**config.mk**
```make
export PLATFORM = sky130hd
export DESIGN_NAME = obj_scan
export DESIGN_NICKNAME = d
export VERILOG_FILES = /design/src/hdl/obj_pkg.sv /design/src/hdl/obj_scan.sv
export SDC_FILE = /design/constraint.sdc
export NUM_CORES = 1
export LEC_CHECK = 0
export BUFFER_PORTS_ARGS = -buffer_cell sky130_fd_sc_hd__buf_2
export CAP_MARGIN = 20
export CORE_MARGIN = 3
export CORE_UTILIZATION = 40
export CTS_CLUSTER_SIZE = 8
export DETAILED_ROUTE_END_ITERATION = 16
export PLACE_DENSITY = 0.66
export SYNTH_ARGS = -nofsm -noshare
export SYNTH_HDL_FRONTEND = slang
export SYNTH_SLANG_ARGS = --single-unit
```
**constraint.sdc**
```tcl
create_clock -name clk -period 3.5 [get_ports clk]
set_input_delay 0.175 -clock clk [delete_from_list [all_inputs] [get_ports clk]]
set_output_delay 0.175 -clock clk [all_outputs]
set_load 0.05 [all_outputs]
```
**src/hdl/obj_pkg.sv**
```systemverilog
// Object engine package: table layout, draw command and line buffer types
`default_nettype none

package obj_pkg;

    // Object table layout
    localparam int OBJ_CNT    = 128;                 // Entries in the table
    localparam int OBJ_IDX_W  = $clog2(OBJ_CNT);
    localparam int OBJ_WORDS  = 8;                   // 16-bit words per entry
    localparam int WORD_IDX_W = $clog2(OBJ_WORDS);
    localparam int TBL_AW     = OBJ_IDX_W + WORD_IDX_W;
    localparam int TBL_DEPTH  = OBJ_CNT * OBJ_WORDS;
    localparam logic [WORD_IDX_W-1:0] SCRATCH_IDX = WORD_IDX_W'(7); // Running offset

    // Screen geometry
    localparam logic [8:0] LAST_LINE = 9'd223;       // Also the flip mirror base
    localparam logic [7:0] END_MARK  = 8'hF0;        // Bottom byte at or above ends list

    // Object graphics, 4bpp packed four pixels per ROM word
    localparam int OBJ_WIDTH    = 16;
    localparam int PIX_PER_WORD = 4;
    localparam int ROM_AW       = 18;                // Bank over 15-bit word address

    // Drawer sequence, pixels start once the first word is latched
    localparam int DRAW_CNT_W = 5;
    localparam logic [DRAW_CNT_W-1:0] DRAW_PIX_START = DRAW_CNT_W'(2);
    localparam logic [DRAW_CNT_W-1:0] DRAW_LAST =
        DRAW_CNT_W'(2 + OBJ_WIDTH - 1);

    // Line buffer
    localparam int LBUF_X_W   = 9;
    localparam int LBUF_DEPTH = 1 << LBUF_X_W;

    // Offset word, summed as a number but split by the drawer
    typedef union packed {
        logic [15:0] raw;       // Running value, pitch added here
        struct packed {
            logic        mirror; // Horizontal mirror
            logic [14:0] addr;   // ROM word address
        } f;
    } obj_offset_u;

    typedef struct packed {
        logic [LBUF_X_W-1:0] xpos;
        obj_offset_u         offset;
        logic [2:0]          bank;
        logic [1:0]          prio;
        logic [5:0]          pal;
    } obj_cmd_t;

    typedef struct packed {
        logic [1:0] prio;
        logic [5:0] pal;
        logic [3:0] color;      // Zero is transparent
    } obj_pxl_t;

    typedef struct packed {
        logic                we;
        logic [LBUF_X_W-1:0] x;
        obj_pxl_t            pxl;
    } lbuf_wr_t;

    // CPU request, Wishbone classic
    typedef struct packed {
        logic              cyc;
        logic              stb;
        logic              we;
        logic [TBL_AW-1:0] adr;
        logic [15:0]       dat_w;
    } wb_req_t;

endpackage

`default_nettype wire

```
**src/hdl/obj_scan.sv**
```systemverilog
// Object scanner: walks the table per line and issues draw commands
`timescale 1ns/1ps
`default_nettype none

module obj_scan (
    input  wire                        clk,
    input  wire                        rst,
    input  wire                        hstart,
    input  wire [8:0]                  vrender,
    input  wire                        flip,
    output logic [obj_pkg::TBL_AW-1:0] tbl_addr,
    output logic                       tbl_we,
    output logic [15:0]                tbl_din,
    input  wire [15:0]                 tbl_dout,
    output logic                       dr_start,
    input  wire                        dr_busy,
    output obj_pkg::obj_cmd_t          dr_cmd,
    output logic                       scan_busy
);

    // One state per table word, data lags the address by one cycle
    enum logic [3:0] {
        ST_IDLE,
        ST_W0,      // Word 0 address out
        ST_TEST,    // Word 0 data, visibility test
        ST_XPOS,
        ST_PITCH,
        ST_BASE,
        ST_ATTR,
        ST_OFFS,    // Scratch data, write-back and issue
        ST_WAIT     // Drawer still busy
    } state;

    logic [obj_pkg::OBJ_IDX_W-1:0]  cur_obj;
    logic [obj_pkg::WORD_IDX_W-1:0] idx;
    logic [7:0]  line;              // Mirrored line being scanned
    logic        first;             // Object starts on this line
    logic [8:0]  xpos;
    logic [15:0] pitch;             // Two's complement, plain add wraps right
    logic [15:0] base;
    logic [5:0]  pal;
    logic [2:0]  bank;
    logic [1:0]  prio;
    logic [8:0]  vrf;
    logic [7:0]  top;
    logic [7:0]  bottom;
    logic        in_zone;
    logic        bad_obj;
    logic        end_mark;
    logic        visible;
    logic        last_obj;
    logic        issue;
    logic        adv;
    logic [15:0] cur_off;

    assign vrf      = flip ? obj_pkg::LAST_LINE - vrender : vrender;
    assign top      = tbl_dout[7:0];
    assign bottom   = tbl_dout[15:8];
    assign in_zone  = line >= top && bottom > line;
    assign bad_obj  = top >= bottom;
    assign end_mark = bottom >= obj_pkg::END_MARK;
    assign visible  = in_zone && !bad_obj;
    assign last_obj = int'(cur_obj) == obj_pkg::OBJ_CNT - 1;

    // Word index follows the state: 0..4 then the scratch word
    always_comb begin
        case (state)
            ST_TEST:  idx = 3'd1;
            ST_XPOS:  idx = 3'd2;
            ST_PITCH: idx = 3'd3;
            ST_BASE:  idx = 3'd4;
            ST_ATTR, ST_OFFS, ST_WAIT: idx = obj_pkg::SCRATCH_IDX;
            default:  idx = 3'd0;
        endcase
    end

    assign tbl_addr = {cur_obj, idx};
    assign cur_off  = first ? base : tbl_dout;   // Base on the top line only
    assign tbl_we   = state == ST_OFFS;
    assign tbl_din  = cur_off + pitch;           // Offset for the next line
    assign issue    = (state == ST_OFFS || state == ST_WAIT) && !dr_busy;
    assign adv      = (state == ST_TEST && !end_mark && !visible) || issue;
    assign scan_busy = state != ST_IDLE || dr_start; // Covers gap before dr_busy

    always_ff @(posedge clk or posedge rst) begin
        if (rst) begin
            state    <= ST_IDLE;
            cur_obj  <= '0;
            dr_start <= 1'b0;
        end else begin
            dr_start <= issue;
            case (state)
                ST_IDLE: begin
                    if (hstart && vrf <= obj_pkg::LAST_LINE) begin
                        cur_obj <= '0;
                        state   <= ST_W0;
                    end
                end
                ST_W0:    state <= ST_TEST;
                ST_TEST: begin
                    if (end_mark) begin
                        state <= ST_IDLE;           // End of list
                    end else if (visible) begin
                        state <= ST_XPOS;
                    end
                end
                ST_XPOS:  state <= ST_PITCH;
                ST_PITCH: state <= ST_BASE;
                ST_BASE:  state <= ST_ATTR;
                ST_ATTR:  state <= ST_OFFS;
                ST_OFFS:  if (dr_busy) state <= ST_WAIT;
                default: ;                          // Wait holds the command
            endcase
            // Move to next entry, overrides the case above
            if (adv) begin
                if (last_obj) begin
                    state <= ST_IDLE;
                end else begin
                    cur_obj <= cur_obj + 1'b1;
                    state   <= ST_W0;
                end
            end
        end
    end

    // Object fields and the outgoing command
    always_ff @(posedge clk) begin
        case (state)
            ST_IDLE:  if (hstart) line <= vrf[7:0];
            ST_TEST:  first <= top == line;
            ST_XPOS:  xpos  <= tbl_dout[8:0];
            ST_PITCH: pitch <= tbl_dout;
            ST_BASE:  base  <= tbl_dout;
            ST_ATTR: begin
                pal  <= tbl_dout[13:8];
                bank <= tbl_dout[6:4];
                prio <= tbl_dout[1:0];
            end
            ST_OFFS: begin
                dr_cmd.xpos       <= xpos;
                dr_cmd.offset.raw <= cur_off;       // Drawn offset, before pitch
                dr_cmd.bank       <= bank;
                dr_cmd.prio       <= prio;
                dr_cmd.pal        <= pal;
            end
            default: ;
        endcase
    end

    // Handshake with the drawer, never start on top of a busy drawer
    a_start_idle: assert property (@(posedge clk) disable iff (rst)
        dr_start |-> !dr_busy)
        else $error("dr_start while drawer busy");

endmodule

`default_nettype wire

```
Word-level counts from Yosys, hierarchy flattened
Index checks and enable logic that the tools add are counted.

Bits in registers: 109. Input bits: 30. Output and inout bits: 65.

$add $sub $neg: 3. $lt $le $gt $ge: 5. Eq/ne operators: 13. Muxes and demuxes: 14. Reduce and logical (&&, ||, !) cells: 19.

Operators with widths (count): 4-bit case mux with 8 select lines (1); 7-bit two-way mux (4); 4-bit two-way mux (5); 16-bit adder (1); 4-bit by 3-bit == test with 1-bit output, second input constant (4); 8-bit greater-or-equal comparator (2); 16-bit two-way mux (1); 3-bit case mux with 5 select lines (1); 9-bit by 8-bit less-or-equal comparator with 1-bit output, second input constant (1); 9-bit two-way mux (1); 9-bit nonzero test (1); 8-bit by 9-bit subtractor with 9-bit output, first input constant (1); 4-bit by 2-bit == test with 1-bit output, second input constant (2); 8-bit == test (1); 8-bit greater-or-equal comparator, second input constant (1); 8-bit greater-than comparator (1); 7-bit by 1-bit adder with 7-bit output, second input constant (1); 7-bit by 1-bit == test with 1-bit output, second input constant (1); 1-bit logical AND (6); 4-bit by 1-bit == test with 1-bit output, second input constant (1); 4-bit == test, second input constant (1); 1-bit zero test (4); 4-bit zero test (1); 4-bit inequality test, second input constant (1); 8 further kinds (10).

Logic depth before layout (Yosys ltp)
Depth after elaboration: 8. Depth in mapped cells: 13. Depth with buffers taken out: 12.

Least setup slack after synthesis
Ideal clock, no wire load.

Path kind: register to output. Start point: register first. End point: output port tbl_din[14]. Arrival time: 3076 ps. Slack: 249 ps. Stages on the path, launching flop included: 13. Buffers on the path: 1. Cells stage by stage: edfxtp_1 > clkbuf_1 > o21ai_0 > ha_1 > inv_1 > fa_1 > nor2b_1 > o31a_1 > o31ai_1 > o31ai_1 > and2_1 > o41ai_1 > xnor2_1.

Longest elaborated chain between the ends: 2.

RTL lines: from (decl) (line obj_scan.sv:37) `logic first;`; from (signal assigned) (line obj_scan.sv:130) `ST_TEST: first <= top == line;`; 16-bit two-way mux (line obj_scan.sv:78) `assign cur_off = first ? base : tbl_dout;`; named net cur_off[0] (line obj_scan.sv:54) `logic [15:0] cur_off;`; 16-bit adder (line obj_scan.sv:80) `assign tbl_din = cur_off + pitch;`; to (decl) (line obj_scan.sv:13) `output logic [15:0] tbl_din,`.

The timed path passes the listed nets, and every way through them passes these cells.

Worst setup path in the final report
Start point: register first. End point: output port tbl_din[12].

Same word-level chain as after synthesis.

==> run summary <==
• true — setup repair after global routing missed its margin
• 0.0124 mm2 — Core ar.
• 61.9% — sequential cell area fraction in the yosys report
• 0.00592 mm2 — instance area after placement
• 0.00519 mm2 — area of the mapped netlist
• 120 um — height of the die
• 0.00629 mm2 — Final Cell Area
• 94 — count of input and output buffers
• 13.0 um2 — Avg Inst Size Synth
• input pin to register — path class of the lowest-slack min-delay path
• 46.4% — Gate power share
• 2.64 nW — leakage power summed over all cells
• 17.9% — power share of the clock group
• register — Critical Path Source Type
• 473 — Post-Synthesis Net Count
• 0 — global route total overflow
• 11.0% — fraction of synthesis flops using an asynchronous set or reset pin
• edfxtp_1, buf_2, ha_1 — leading cell types in the layout, fill and taps excluded
• 3.34 ns — post-layout min period
• 42.0% — Initial Util
• output port — Worst Setup End Kind
• 0.00527 W — power after layout
• 4.48% — met3 GRT Util
• 0.236 ns — Placement Setup Slack
• 3,488 — DR vias
• 3 — # H-tree levels
• 838 mW/mm2 — Power per Cell Area
• state[0] — Critical R2R Launch
• 0.98 ns — reg-to-reg setup timing slack
• tbl_dout[15] — critical hold path startpoint
• 0 — antenna violations before repair
• 3.16 ns — endpoint arrival time on the critical path
• 0.637 ns — measured slew at the worst slew-check pin
• 0.00740 ns — final setup skew
• 5.09 — routed via count divided by cell count
• 29 — pin count of the biggest net entering global routing
• 0.07 ns — clock-pin slew on the worst setup and hold paths
• 95.3% — ratio of final minimum period to clock period
• 400 — cells after synthesis
• 26.4% — Global Route met2 Usage
• 20.0% — grt met1 use
• 21.1% — layout overhead on the synthesized area
• met2 — busiest layer in global routing
• completed — status
• 8210 um — half-perimeter wire length after placement
• 120 um — width of the die
• 0 — Ant. Diodes
• 1 — Min-Delay Path Depth
• 50.9% — final standard cell utilization of the core
• 95 — number of placed I/O pins
• 40 — number of standard-cell rows in the floorplan
• 7 — reg2reg path depth
• 44.9% — Net Sw Frac
• 300 MHz — maximum achievable frequency
• edfxtp_1 — primary flip-flop cell chosen by synthesis mapping
• 0 — final setup violation count
• 0 — Final Hold Fails
• edfxtp_1 — most frequent standard cell in the layout excluding fill and tap cells
• 16.0 um — average wire length per cell after detail routing
• cur_obj[5] — endpoint of the worst-slack reg-to-reg timing path
• 15.6% — GRT Resource Usage Total
• 663 — Placed Cells
• 0 — total of max-cap violations
• 0 — Yosys warnings
• 3,383 — number of global-route vias before repair
• 3.32 ns — Data required, critical path
• 97 — EDFF count, synth
• 0.0144 mm2 — floorplan die area
• 0.35 ns — clock latency on the worst-skew pair
• 685 — Post-Layout Cell Count
• 4 — count of TritonRoute iterations in the first routing pass
• 585 — net count reported at finish
• 0.00290 W — internal portion of total power
• 0.443 mV — worst vdd rail ir drop
• 0.00237 W — switching component of the power
• 0 — final number of max-transition violations
• 46 — Netlist cell types
• 35.7% — Flop pwr share
• built — TritonCTS clock tree
• 232 — count of routing violations after the opening detailed-route iteration
• register to output port — category of the critical setup timing path
• 5 — critical-path maximum fanout
• 0 — post-detailed-route count of antenna-violating nets
• 109 — clk sinks
• 9 — TritonCTS Buffers
• 57.0% — Relative slew margins
• 17,600 um — first-pass GRT wire length
• 0 — DRC Markers
• 11,000 um — routed wire length
• 26.3% — share of layout cells above drive strength 1
• 109 — flops & latches, synth
• pitch[15] — destination of the worst hold path
• 0.164 ns — final critical-path setup slack
• clkbuf_16 — Clock Root Buffer
• 0.836 — Placer Congestion
• 2 — Max clock buf depth
kinds of logic after synthesis:
kind of cell             Yosys count  share of synthesized area, %
XOR/XNOR                          22                          3.98
AO/OA/AOI/OAI                     85                          10.7
buffers and inverters             41                          2.96
multiplexers                       5                         0.964
flip-flops                       109                          61.9
AND/OR/NAND/NOR                   95                          8.99
adder cells (fa/ha/maj)           43                          10.5
state kept, by name, summed over array words and instances, names as in the netlist:
name	flops
first	1
bank	3
line	8
state	4
cur_obj	7
pal	6
xpos	9
pitch	16
dr_start	1
prio	2
dr_cmd	36
base	16
cells in the mapped netlist, drive strengths merged, types with 4 or more instances:
master,count,area share [%]
edfxtp,97,56
ha,42,10
nand2,35,2.5
inv,33,2.4
o21ai,29,2.8
a21oi,24,2.5
nor2,23,1.7
dfrtp,12,5.8
xnor2,12,2.0
nand4,9,1.1
xor2,9,1.5
clkbuf,6,0.43
nor2b,6,0.72
mux2i,5,0.96
nand2b,5,0.60
a21o,4,0.58
o21a,4,0.58
o21bai,4,0.58
routing by layer:
metal  vias up  routed length [um]  part of all wire [%]
met5         -                   0                     0
met4         0                  86                  0.78
met3         9                 660                   6.0
met2       107                5460                    50
met1      1679                4760                    43
li1       1693                   -                     -
worst max-delay path, stage by stage, from the launching register on:
cell	delay (ns)
edfxtp_1	0.38
buf_4	0.17
o21ai_1	0.19
ha_1	0.20
inv_1	0.06
fa_1	0.41
nor2b_1	0.18
o31a_1	0.23
o31ai_2	0.11
o31ai_1	0.20
and2_1	0.19
nor2_1	0.06
xnor2_1	0.17
clkbuf_4	0.26
per-stage QoR:
stage	TNS, ns	hold WS [ns]
finish	0	0.0458
CTS	0	0.0335
global route	-0.0126	0.0432
floorplan	0	0.0397
detailed placement	0	0.213
global placement	0	0.205
cell type report:
| class | count | area [um2] |
|---|---|---|
| Fill cell | 1109 | 6080 |
| Multi-Input combinational cell | 250 | 1870 |
| Tap cell | 168 | 210 |
| Timing Repair Buffer | 109 | 598 |
| Clock buffer | 9 | 225 |
| Clock inverter | 7 | 50.0 |
| Inverter | 33 | 124 |
| Sequential cell | 109 | 3210 |
power by group through the flow:
stage               combinational (W)  sequential (W)  clock, W
global route                  0.00263         0.00191   0.00103
floorplan                     0.00161         0.00209         0
global placement              0.00236         0.00190         0
finish                        0.00245         0.00188  0.000942
CTS                           0.00242         0.00188  0.000975
detailed placement            0.00239         0.00191         0
worst max-delay path by stage:
stage	slack, ns	end	start	cells after the start
after global routing	-0.01	tbl_din[12]	first	13
final	0.16	tbl_din[12]	first	13
after global placement	0.29	tbl_din[14]	first	10
after detailed placement	0.24	tbl_din[14]	first	10
after floorplan	0.25	tbl_din[14]	first	12
after CTS	0.0008	tbl_din[15]	first	10
repair_timing:
item                                    4_1_cts  5_1_grt
gates resized for setup                       2       14
hold buffers                                  2        0
endpoints found under the setup margin        3        4
hold endpoints to repair                     13        0
cloned                                        0        0
setup buffers                                 2        2
pin swaps                                     0        0
(Power assumes the default switching activity.)
