$ cat src/hdl/obj_pkg.sv
// Object engine package: table layout, draw command and line buffer types
`default_nettype none

package obj_pkg;

    // Object table layout
    localparam int OBJ_CNT    = 128;                 // Entries in the table
    localparam int OBJ_IDX_W  = $clog2(OBJ_CNT);
    localparam int OBJ_WORDS  = 8;                   // 16-bit words per entry
    localparam int WORD_IDX_W = $clog2(OBJ_WORDS);
    localparam int TBL_AW     = OBJ_IDX_W + WORD_IDX_W;
    localparam int TBL_DEPTH  = OBJ_CNT * OBJ_WORDS;
    localparam logic [WORD_IDX_W-1:0] SCRATCH_IDX = WORD_IDX_W'(7); // Running offset

    // Screen geometry
    localparam logic [8:0] LAST_LINE = 9'd223;       // Also the flip mirror base
    localparam logic [7:0] END_MARK  = 8'hF0;        // Bottom byte at or above ends list

    // Object graphics, 4bpp packed four pixels per ROM word
    localparam int OBJ_WIDTH    = 16;
    localparam int PIX_PER_WORD = 4;
    localparam int ROM_AW       = 18;                // Bank over 15-bit word address

    // Drawer sequence, pixels start once the first word is latched
    localparam int DRAW_CNT_W = 5;
    localparam logic [DRAW_CNT_W-1:0] DRAW_PIX_START = DRAW_CNT_W'(2);
    localparam logic [DRAW_CNT_W-1:0] DRAW_LAST =
        DRAW_CNT_W'(2 + OBJ_WIDTH - 1);

    // Line buffer
    localparam int LBUF_X_W   = 9;
    localparam int LBUF_DEPTH = 1 << LBUF_X_W;

    // Offset word, summed as a number but split by the drawer
    typedef union packed {
        logic [15:0] raw;       // Running value, pitch added here
        struct packed {
            logic        mirror; // Horizontal mirror
            logic [14:0] addr;   // ROM word address
        } f;
    } obj_offset_u;

    typedef struct packed {
        logic [LBUF_X_W-1:0] xpos;
        obj_offset_u         offset;
        logic [2:0]          bank;
        logic [1:0]          prio;
        logic [5:0]          pal;
    } obj_cmd_t;

    typedef struct packed {
        logic [1:0] prio;
        logic [5:0] pal;
        logic [3:0] color;      // Zero is transparent
    } obj_pxl_t;

    typedef struct packed {
        logic                we;
        logic [LBUF_X_W-1:0] x;
        obj_pxl_t            pxl;
    } lbuf_wr_t;

    // CPU request, Wishbone classic
    typedef struct packed {
        logic              cyc;
        logic              stb;
        logic              we;
        logic [TBL_AW-1:0] adr;
        logic [15:0]       dat_w;
    } wb_req_t;

endpackage

`default_nettype wire

$ cat src/hdl/obj_draw.sv
// Object drawer: fetches four ROM words and writes 16 pixels to the line buffer
`timescale 1ns/1ps
`default_nettype none

module obj_draw (
    input  wire                        clk,
    input  wire                        rst,
    input  wire                        dr_start,
    input  wire obj_pkg::obj_cmd_t     dr_cmd,
    output logic                       dr_busy,
    output logic [obj_pkg::ROM_AW-1:0] rom_addr,
    input  wire [15:0]                 rom_data,
    output obj_pkg::lbuf_wr_t          lbuf_wr
);

    // Count runs 0..17 while busy
    // Word k: address at 4k, data latched at 4k+1, pixels from 4k+2
    logic [obj_pkg::DRAW_CNT_W-1:0] cnt;
    logic        mirror;
    logic [2:0]  bank;
    logic [1:0]  prio;
    logic [5:0]  pal;
    logic [14:0] waddr;             // ROM word now on the bus
    logic [8:0]  x;                 // Wraps at 512
    logic [15:0] sh;                // Nibbles in draw order, MSB out first
    logic        accept;
    logic        pix_en;
    logic        step;
    logic        load;

    assign accept = dr_start && !dr_busy;
    assign pix_en = dr_busy && cnt >= obj_pkg::DRAW_PIX_START;
    assign step   = dr_busy && cnt[1:0] == 2'd0;   // Address consumed
    assign load   = dr_busy && cnt[1:0] == 2'd1;   // ROM data valid

    assign rom_addr = {bank, waddr};

    always_ff @(posedge clk or posedge rst) begin
        if (rst) begin
            dr_busy <= 1'b0;
            cnt     <= '0;
        end else if (!dr_busy) begin
            if (dr_start) begin
                dr_busy <= 1'b1;
                cnt     <= '0;
            end
        end else begin
            cnt <= cnt + 1'b1;
            if (cnt == obj_pkg::DRAW_LAST) begin
                dr_busy <= 1'b0;            // Last pixel goes out this cycle
            end
        end
    end

    always_ff @(posedge clk) begin
        if (accept) begin
            mirror <= dr_cmd.offset.f.mirror;
            waddr  <= dr_cmd.offset.f.addr;
            bank   <= dr_cmd.bank;
            prio   <= dr_cmd.prio;
            pal    <= dr_cmd.pal;
            x      <= dr_cmd.xpos;
        end else begin
            // Mirrored objects walk the ROM backwards
            if (step) begin
                waddr <= mirror ? waddr - 15'd1 : waddr + 15'd1;
            end
            if (load) begin
                // Reverse nibble order so pixels always leave from the top
                sh <= mirror ? {rom_data[3:0], rom_data[7:4],
                                rom_data[11:8], rom_data[15:12]}
                             : rom_data;
            end else if (pix_en) begin
                sh <= {sh[11:0], 4'h0};
            end
            if (pix_en) begin
                x <= x + 9'd1;
            end
        end
    end

    // Only opaque pixels reach the buffer
    always_comb begin
        lbuf_wr.we        = pix_en && sh[15:12] != 4'h0;
        lbuf_wr.x         = x;
        lbuf_wr.pxl.prio  = prio;
        lbuf_wr.pxl.pal   = pal;
        lbuf_wr.pxl.color = sh[15:12];
    end

endmodule

`default_nettype wire

$ cat config.mk
export PLATFORM = sky130hd
export DESIGN_NAME = obj_draw
export DESIGN_NICKNAME = d
export VERILOG_FILES = /design/src/hdl/obj_pkg.sv /design/src/hdl/obj_draw.sv
export SDC_FILE = /design/constraint.sdc
export NUM_CORES = 1
export LEC_CHECK = 0
export BUFFER_PORTS_ARGS = -buffer_cell sky130_fd_sc_hd__clkbuf_2
export CORE_MARGIN = 4
export CORE_UTILIZATION = 45
export CTS_CLUSTER_SIZE = 25
export DETAILED_ROUTE_END_ITERATION = 12
export GPL_TIMING_DRIVEN = 0
export PLACE_DENSITY = 0.71
export SLEW_MARGIN = 30
export SYNTH_ARGS = -nofsm -noshare
export SYNTH_HDL_FRONTEND = slang
export SYNTH_SLANG_ARGS = --single-unit
$ cat constraint.sdc
create_clock -name clk -period 3.13 [get_ports clk]
set_input_delay 0.626 -clock clk [delete_from_list [all_inputs] [get_ports clk]]
set_output_delay 0.626 -clock clk [all_outputs]
set_load 0.02 [all_outputs]
Word level (Yosys, flattened, before mapping)
Cells that the tools add are included.

storage, ports and cells
  logic and storage cells = 43
  bits in registers = 58
  output and inout port bits = 41
  bits in latches = 0
  ROM bits = 0
  bits in writable memories = 0
  memories = 0
  bits of input ports = 55

cells by class
  add/sub/neg operators = 4
  divide/modulo/power cells = 0
  muxes and demuxes = 13
  reductions and logical operators = 13
  order comparisons = 1
  bitwise logic cells = 1
  $mul = 0
  equal/unequal tests = 2
  shifts and indexed selects = 0

operators with widths
  operator                                             number
  2-to-1 mux 16 bit                                    3
  2-to-1 mux 15 bit                                    3
  2-to-1 mux 9 bit                                     2
  adder 15 x 1 -> 15 bit, second input constant        1
  subtractor 15 x 1 -> 15 bit, second input constant   1
  2-to-1 mux 5 bit                                     2
  adder 9 x 1 -> 9 bit, second input constant          1
  nonzero test 2 bit                                   4
  adder 5 x 1 -> 5 bit, second input constant          1
  equality test 5 bit, second input constant           1
  >= comparator 5 x 2 -> 1 bit, second input constant  1
  logical AND 1 bit                                    5
  nonzero test 4 bit                                   1
  2-to-1 mux 1 bit                                     3
  equality test 2 x 1 -> 1 bit, second input constant  1
  zero test 2 bit                                      1
  AND reduction 2 bit                                  1
  zero test 1 bit                                      1
  inverter 1 bit                                       1

Longest topological paths before layout
  depth after elaboration = 4
  depth in mapped cells = 7
  gate-level depth less buffers = 6

Worst setup path before layout
No wires, ideal clock.

  kind = register -> register
  start point = register mirror
  end point = register waddr[12], data pin
  library setup time = 0.265 ns
  cell stages (with the launch flop) = 7
  data arrival time = 2.185 ns
  buffers on the path = 0
  slack = 0.680 ns
  period minus slack after synthesis = 2.450 ns
  required time = 2.865 ns
  path through = edfxtp_1 -> fa_1 -> a211oi_1 -> o21ai_1 -> a311oi_2 -> nor4_1 -> or3_1

between the ends
  word-level cells in the longest chain between the ends = 3

RTL lines
  item                    line            text
  start, declared         obj_draw.sv:19  logic mirror;
  start signal, assigned  obj_draw.sv:57  mirror <= dr_cmd.offset.f.mirror;
  2-to-1 mux 15 bit       obj_draw.sv:66  waddr <= mirror ? waddr - 15'd1 : waddr + 15'd1;
  2-to-1 mux 15 bit       obj_draw.sv:65  if (step) begin
  2-to-1 mux 15 bit       obj_draw.sv:56  if (accept) begin
  end signal, assigned    obj_draw.sv:58  waddr <= dr_cmd.offset.f.addr;
  end signal, assigned    obj_draw.sv:66
  end, declared           obj_draw.sv:23  logic [14:0] waddr;

No other way between the ends. The select of a mux whose other input is x is not followed.
A chain may end at the register's enable or synchronous reset.

Final worst setup path
Ends and elaborated chain as after synthesis.

==> report_table.html <==
<table>
<tr><th>Metric</th><th>Value</th></tr>
<tr><th colspan="2">Drt</th></tr>
<tr><td>Count of vias placed by the detailed router</td><td>2,737</td></tr>
<tr><td>Average detailed-routed wire length per instance</td><td>14.86 microns</td></tr>
<tr><td>Via count normalized by instance count</td><td>5.274</td></tr>
<tr><td>Routed wire length</td><td>7710 microns</td></tr>
<tr><td>DRT antenna net count</td><td>0</td></tr>
<tr><td>First-pass iteration count of the detailed router</td><td>4</td></tr>
<tr><td>Post-route DRC violation count</td><td>0</td></tr>
<tr><td>Iteration-0 DRC count of the detailed router</td><td>69</td></tr>
<tr><th colspan="2">Logic synthesis</th></tr>
<tr><td>Area share of the largest cell type after synthesis</td><td>46.76%</td></tr>
<tr><td>Synthesized area per cell</td><td>10.81 sq um</td></tr>
<tr><td>Fraction of synthesis flops using an asynchronous set or reset pin</td><td>10.34%</td></tr>
<tr><td>Combined area of all synthesized cells</td><td>3339 sq um</td></tr>
<tr><td>Most area-consuming cells after synthesis</td><td>sky130_fd_sc_hd__edfxtp_1 47%, sky130_fd_sc_hd__ha_1 6.7%, sky130_fd_sc_hd__mux2i_1 5.4%</td></tr>
<tr><td>Primary flip-flop cell chosen by synthesis mapping</td><td>sky130_fd_sc_hd__edfxtp_1</td></tr>
<tr><td>Number of synthesized register bits</td><td>58</td></tr>
<tr><td>Count of flip-flops with a built-in enable after synthesis</td><td>52</td></tr>
<tr><td>Sequential cell area fraction in the yosys report</td><td>51.26%</td></tr>
<tr><td>YS warnings</td><td>0</td></tr>
<tr><td>Cell count after synthesis</td><td>309</td></tr>
<tr><td>Most area-hungry cell type in the Yosys netlist</td><td>sky130_fd_sc_hd__edfxtp_1</td></tr>
<tr><td>Syn Nets</td><td>383</td></tr>
<tr><td>Post-synthesis cell type count</td><td>47</td></tr>
<tr><th colspan="2">Die</th></tr>
<tr><td>Starting density of the core</td><td>46.29%</td></tr>
<tr><td>DIE AREA</td><td>8863 sq um</td></tr>
<tr><td>Width of the chip</td><td>94.15 microns</td></tr>
<tr><td>Number of top-level design ports</td><td>96</td></tr>
<tr><td>Rows</td><td>31</td></tr>
<tr><td>Vertical die dimension</td><td>94.15 microns</td></tr>
<tr><td>Placeable core region</td><td>7214 sq um</td></tr>
<tr><th colspan="2">Cells and area</th></tr>
<tr><td>Final Non-Filler Cells</td><td>519</td></tr>
<tr><td>Storage element area</td><td>1712 sq um</td></tr>
<tr><td>Fraction of layout instances using a drive strength above 1</td><td>29.05%</td></tr>
<tr><td>Number of nets in the final layout</td><td>489</td></tr>
<tr><td>Core occupancy in the finished layout</td><td>57.72%</td></tr>
<tr><td>Layout fillers</td><td>667</td></tr>
<tr><td>Area grow syn2layout</td><td>24.69%</td></tr>
<tr><td>Number of antenna repair diodes</td><td>0</td></tr>
<tr><td>Multi-input gate area in the final layout</td><td>1519 sq um</td></tr>
<tr><th colspan="2">STA</th></tr>
<tr><td>Total count of max-transition violations in the final report</td><td>0</td></tr>
<tr><td>Final hold violations</td><td>0</td></tr>
<tr><td>RSZ-0062 raised after global routing</td><td>false</td></tr>
<tr><td>Max-slew headroom</td><td>53.97%</td></tr>
<tr><td>Minimum period implied by the final worst setup slack</td><td>2.769 ns</td></tr>
<tr><td>Setup-failing EPs final</td><td>0</td></tr>
<tr><td>Accumulated negative setup slack</td><td>0 ns</td></tr>
<tr><td>Post-Route Skew</td><td>0.007862 ns</td></tr>
<tr><td>FMAX</td><td>0.3611 GHz</td></tr>
<tr><td>Slew of the pin with the lowest slew margin</td><td>0.6887 ns</td></tr>
<tr><td>Period Utilization, post-route</td><td>88.46%</td></tr>
<tr><th colspan="2">Global routing</th></tr>
<tr><td>Vias in the first global route</td><td>2,635</td></tr>
<tr><td>Maximum number of pins on one net before global-route repair</td><td>22</td></tr>
<tr><td>Initial antenna violation count</td><td>0</td></tr>
<tr><td>Overall Global Routing Usage</td><td>18.16%</td></tr>
<tr><td>Wire length of the first global-routing pass</td><td>12,400 microns</td></tr>
<tr><td>Total gr overflow</td><td>0</td></tr>
<tr><th colspan="2">Setup path</th></tr>
<tr><td>Critical path startpoint category</td><td>register</td></tr>
<tr><td>Worst setup startpoint</td><td>mirror$_DFFE_PP_</td></tr>
<tr><td>Critical path capture point type</td><td>register</td></tr>
<tr><td>R2R Path Start</td><td>mirror$_DFFE_PP_</td></tr>
<tr><td>Worst setup path category</td><td>reg2reg</td></tr>
<tr><td>Endpoint required time on the critical path</td><td>3.22 ns</td></tr>
<tr><td>Max Fanout on Critical Path</td><td>15</td></tr>
<tr><td>Data arrival, critical path</td><td>2.86 ns</td></tr>
<tr><th colspan="2">Clock network</th></tr>
<tr><td>Num Clock Sinks</td><td>58</td></tr>
<tr><td>Largest buffer count on any clock path</td><td>2</td></tr>
<tr><td>CTS resizes</td><td>0</td></tr>
<tr><td>Count of H-tree levels built during CTS</td><td>3</td></tr>
<tr><td>Inserted Clock Buffers</td><td>9</td></tr>
<tr><td>Clock tree from TritonCTS</td><td>done</td></tr>
<tr><td>Setup bufs post-CTS</td><td>0</td></tr>
<tr><td>Count of hold-fix buffers inserted at cts</td><td>0</td></tr>
<tr><td>Clock insertion delay at the later pin of the skew report</td><td>0.34 ns</td></tr>
<tr><td>Root buffer selected by CTS</td><td>sky130_fd_sc_hd__clkbuf_8</td></tr>
<tr><td>Clock-pin slew of the registers on the worst-case setup and hold paths</td><td>0.08 ns</td></tr>
<tr><th colspan="2">Power and ir drop</th></tr>
<tr><td>P_int</td><td>2.677 mW</td></tr>
<tr><td>LEAKAGE</td><td>1.838 nW</td></tr>
<tr><td>Worst vdd ir</td><td>492.7 uV</td></tr>
<tr><td>Sequential cell fraction of total power</td><td>35.3%</td></tr>
<tr><td>Power dissipated by switching net loads</td><td>1.889 mW</td></tr>
<tr><td>Clock network fraction of design power</td><td>17.4%</td></tr>
<tr><td>Sw frac</td><td>41.37%</td></tr>
<tr><td>Ratio of total power to cell area</td><td>1097 nW/um^2</td></tr>
<tr><td>Part of the total power dissipated in combinational logic</td><td>47.3%</td></tr>
<tr><th colspan="2">Placed design</th></tr>
<tr><td>Final Wtd Congestion</td><td>0.8487</td></tr>
<tr><td>Buffers on Ports</td><td>95</td></tr>
<tr><td>Post-placement cell count</td><td>503</td></tr>
<tr><td>HPWL after detailed placement</td><td>5739 microns</td></tr>
<tr><th colspan="2">Run status</th></tr>
<tr><td>Run status</td><td>finished, final reports clean</td></tr>
<tr><th colspan="2">Hold path</th></tr>
<tr><td>Hold WC Path Type</td><td>in2async</td></tr>
<tr><th colspan="2">Job</th></tr>
<tr><td>MaxCap Viol Count</td><td>0</td></tr>
</table>
[final cells by class]
type,count,share of cell area (%)
repair buffers,95,11.42
plain buffers,18,2.073
clock buffers,9,2.975
well taps,99,2.975
clock inverters,7,2.434
flip-flops and latches,58,41.11
inverters,6,0.5409
multi-input cells,227,36.48
[registers in the layout, summed over array words and instances, names as in the netlist]
signal	count
dr_busy	1
sh	16
pal	6
bank	3
x	9
cnt	5
mirror	1
waddr	15
prio	2
[per-stage QoR]
stage / area [sq um] / hold slack (ns) / power, mW / setup WS (ns)
finish: 4164 / 0.1730 / 4.567 / 0.3611
global route: 4164 / 0.1603 / 4.910 / 0.1264
CTS: 4164 / 0.1581 / 4.597 / 0.2801
detailed placement: 3939 / 0.5171 / 3.796 / 0.3686
global placement: 3939 / 0.5022 / 3.725 / 0.3864
floorplan: 3339 / 0.4170 / 3.184 / 0.6795
[layout by cell type (no fill, tap or decap), types with 7 or more instances in the layout]
cell type	instances
sky130_fd_sc_hd__o21ai_0	32
sky130_fd_sc_hd__xnor2_1	7
sky130_fd_sc_hd__mux2i_1	18
sky130_fd_sc_hd__ha_1	18
sky130_fd_sc_hd__clkbuf_2	95
sky130_fd_sc_hd__clkbuf_1	11
sky130_fd_sc_hd__nor2_1	17
sky130_fd_sc_hd__nand3_1	10
sky130_fd_sc_hd__edfxtp_1	52
sky130_fd_sc_hd__a21oi_1	12
sky130_fd_sc_hd__xor2_1	11
sky130_fd_sc_hd__nand2_1	42
sky130_fd_sc_hd__clkbuf_8	9
[synthesized netlist by cell type (all sizes together), types with 2 or more instances]
cell,number
a211oi,3
o211ai,3
a311oi,2
nor3b,2
edfxtp,52
buf,7
ha,18
o21ai,33
xnor2,7
xor2,11
nand3,10
inv,6
a211o,2
dfrtp,6
o21bai,2
nand4,2
mux2i,18
nor3,3
o22ai,2
and3,6
a21oi,12
a21o,6
a221oi,2
nand2,42
o21a,3
nor2,17
nand2b,2
nor4,3
o31ai,3
or3,2
clkbuf,11
[worst paths after layout]
path / end / slack, ns / cells past startpoint
max: waddr[12]$_DFFE_PP_ / 0.36 / 6
min: cnt[0]$_DFFE_PP0P_ / 0.17 / 2
max reg2reg: waddr[12]$_DFFE_PP_ / 0.36 / 6
min reg2reg: sh[4]$_DFFE_PP_ / 0.53 / 2
max in group asynchronous: cnt[2]$_DFFE_PP0P_ / 2.76 / 2
min in group clk: prio[0]$_DFFE_PP_ / 0.46 / 1
[routing by layer]
layer / wire (microns) / GRT usage (%) / vias to the layer above
met3: 499 / 6.090 / 10
li1: - / - / 1364
met5: 0 / 0 / -
met2: 3602 / 28.49 / 84
met1: 3526 / 23.83 / 1279
met4: 82 / 5.415 / 0
[power by group through the flow]
stage / combinational, mW / sequential, mW / clock (mW)
global placement: 2.12 / 1.61 / 0
global route: 2.42 / 1.65 / 0.839
detailed placement: 2.17 / 1.63 / 0
floorplan: 1.39 / 1.80 / 0
CTS: 2.18 / 1.61 / 0.805
finish: 2.16 / 1.61 / 0.794
[cell families (layout without fill, tap and decap cells)]
family	Yosys count	count (layout)	share of synthesized area (%)
and+or+nand+nor	94	94	13.08
DFF	58	58	51.26
muxes	19	19	5.732
buffers and inverters	24	135	3.260
xor gates and xnor gates	18	18	4.721
adders and majority gates	19	19	7.344
AOI/OAI and AO/OA	77	77	14.61
[critical path: stages (launching register included)]
cell and delay (ns):
sky130_fd_sc_hd__edfxtp_1 0.69, sky130_fd_sc_hd__fa_1 0.54, sky130_fd_sc_hd__a211oi_1 0.32, sky130_fd_sc_hd__o21ai_1 0.16, sky130_fd_sc_hd__a311oi_2 0.39, sky130_fd_sc_hd__nor4_1 0.08
sky130_fd_sc_hd__or3_1 0.34
Note: power is estimated with default switching activity, not from simulation.
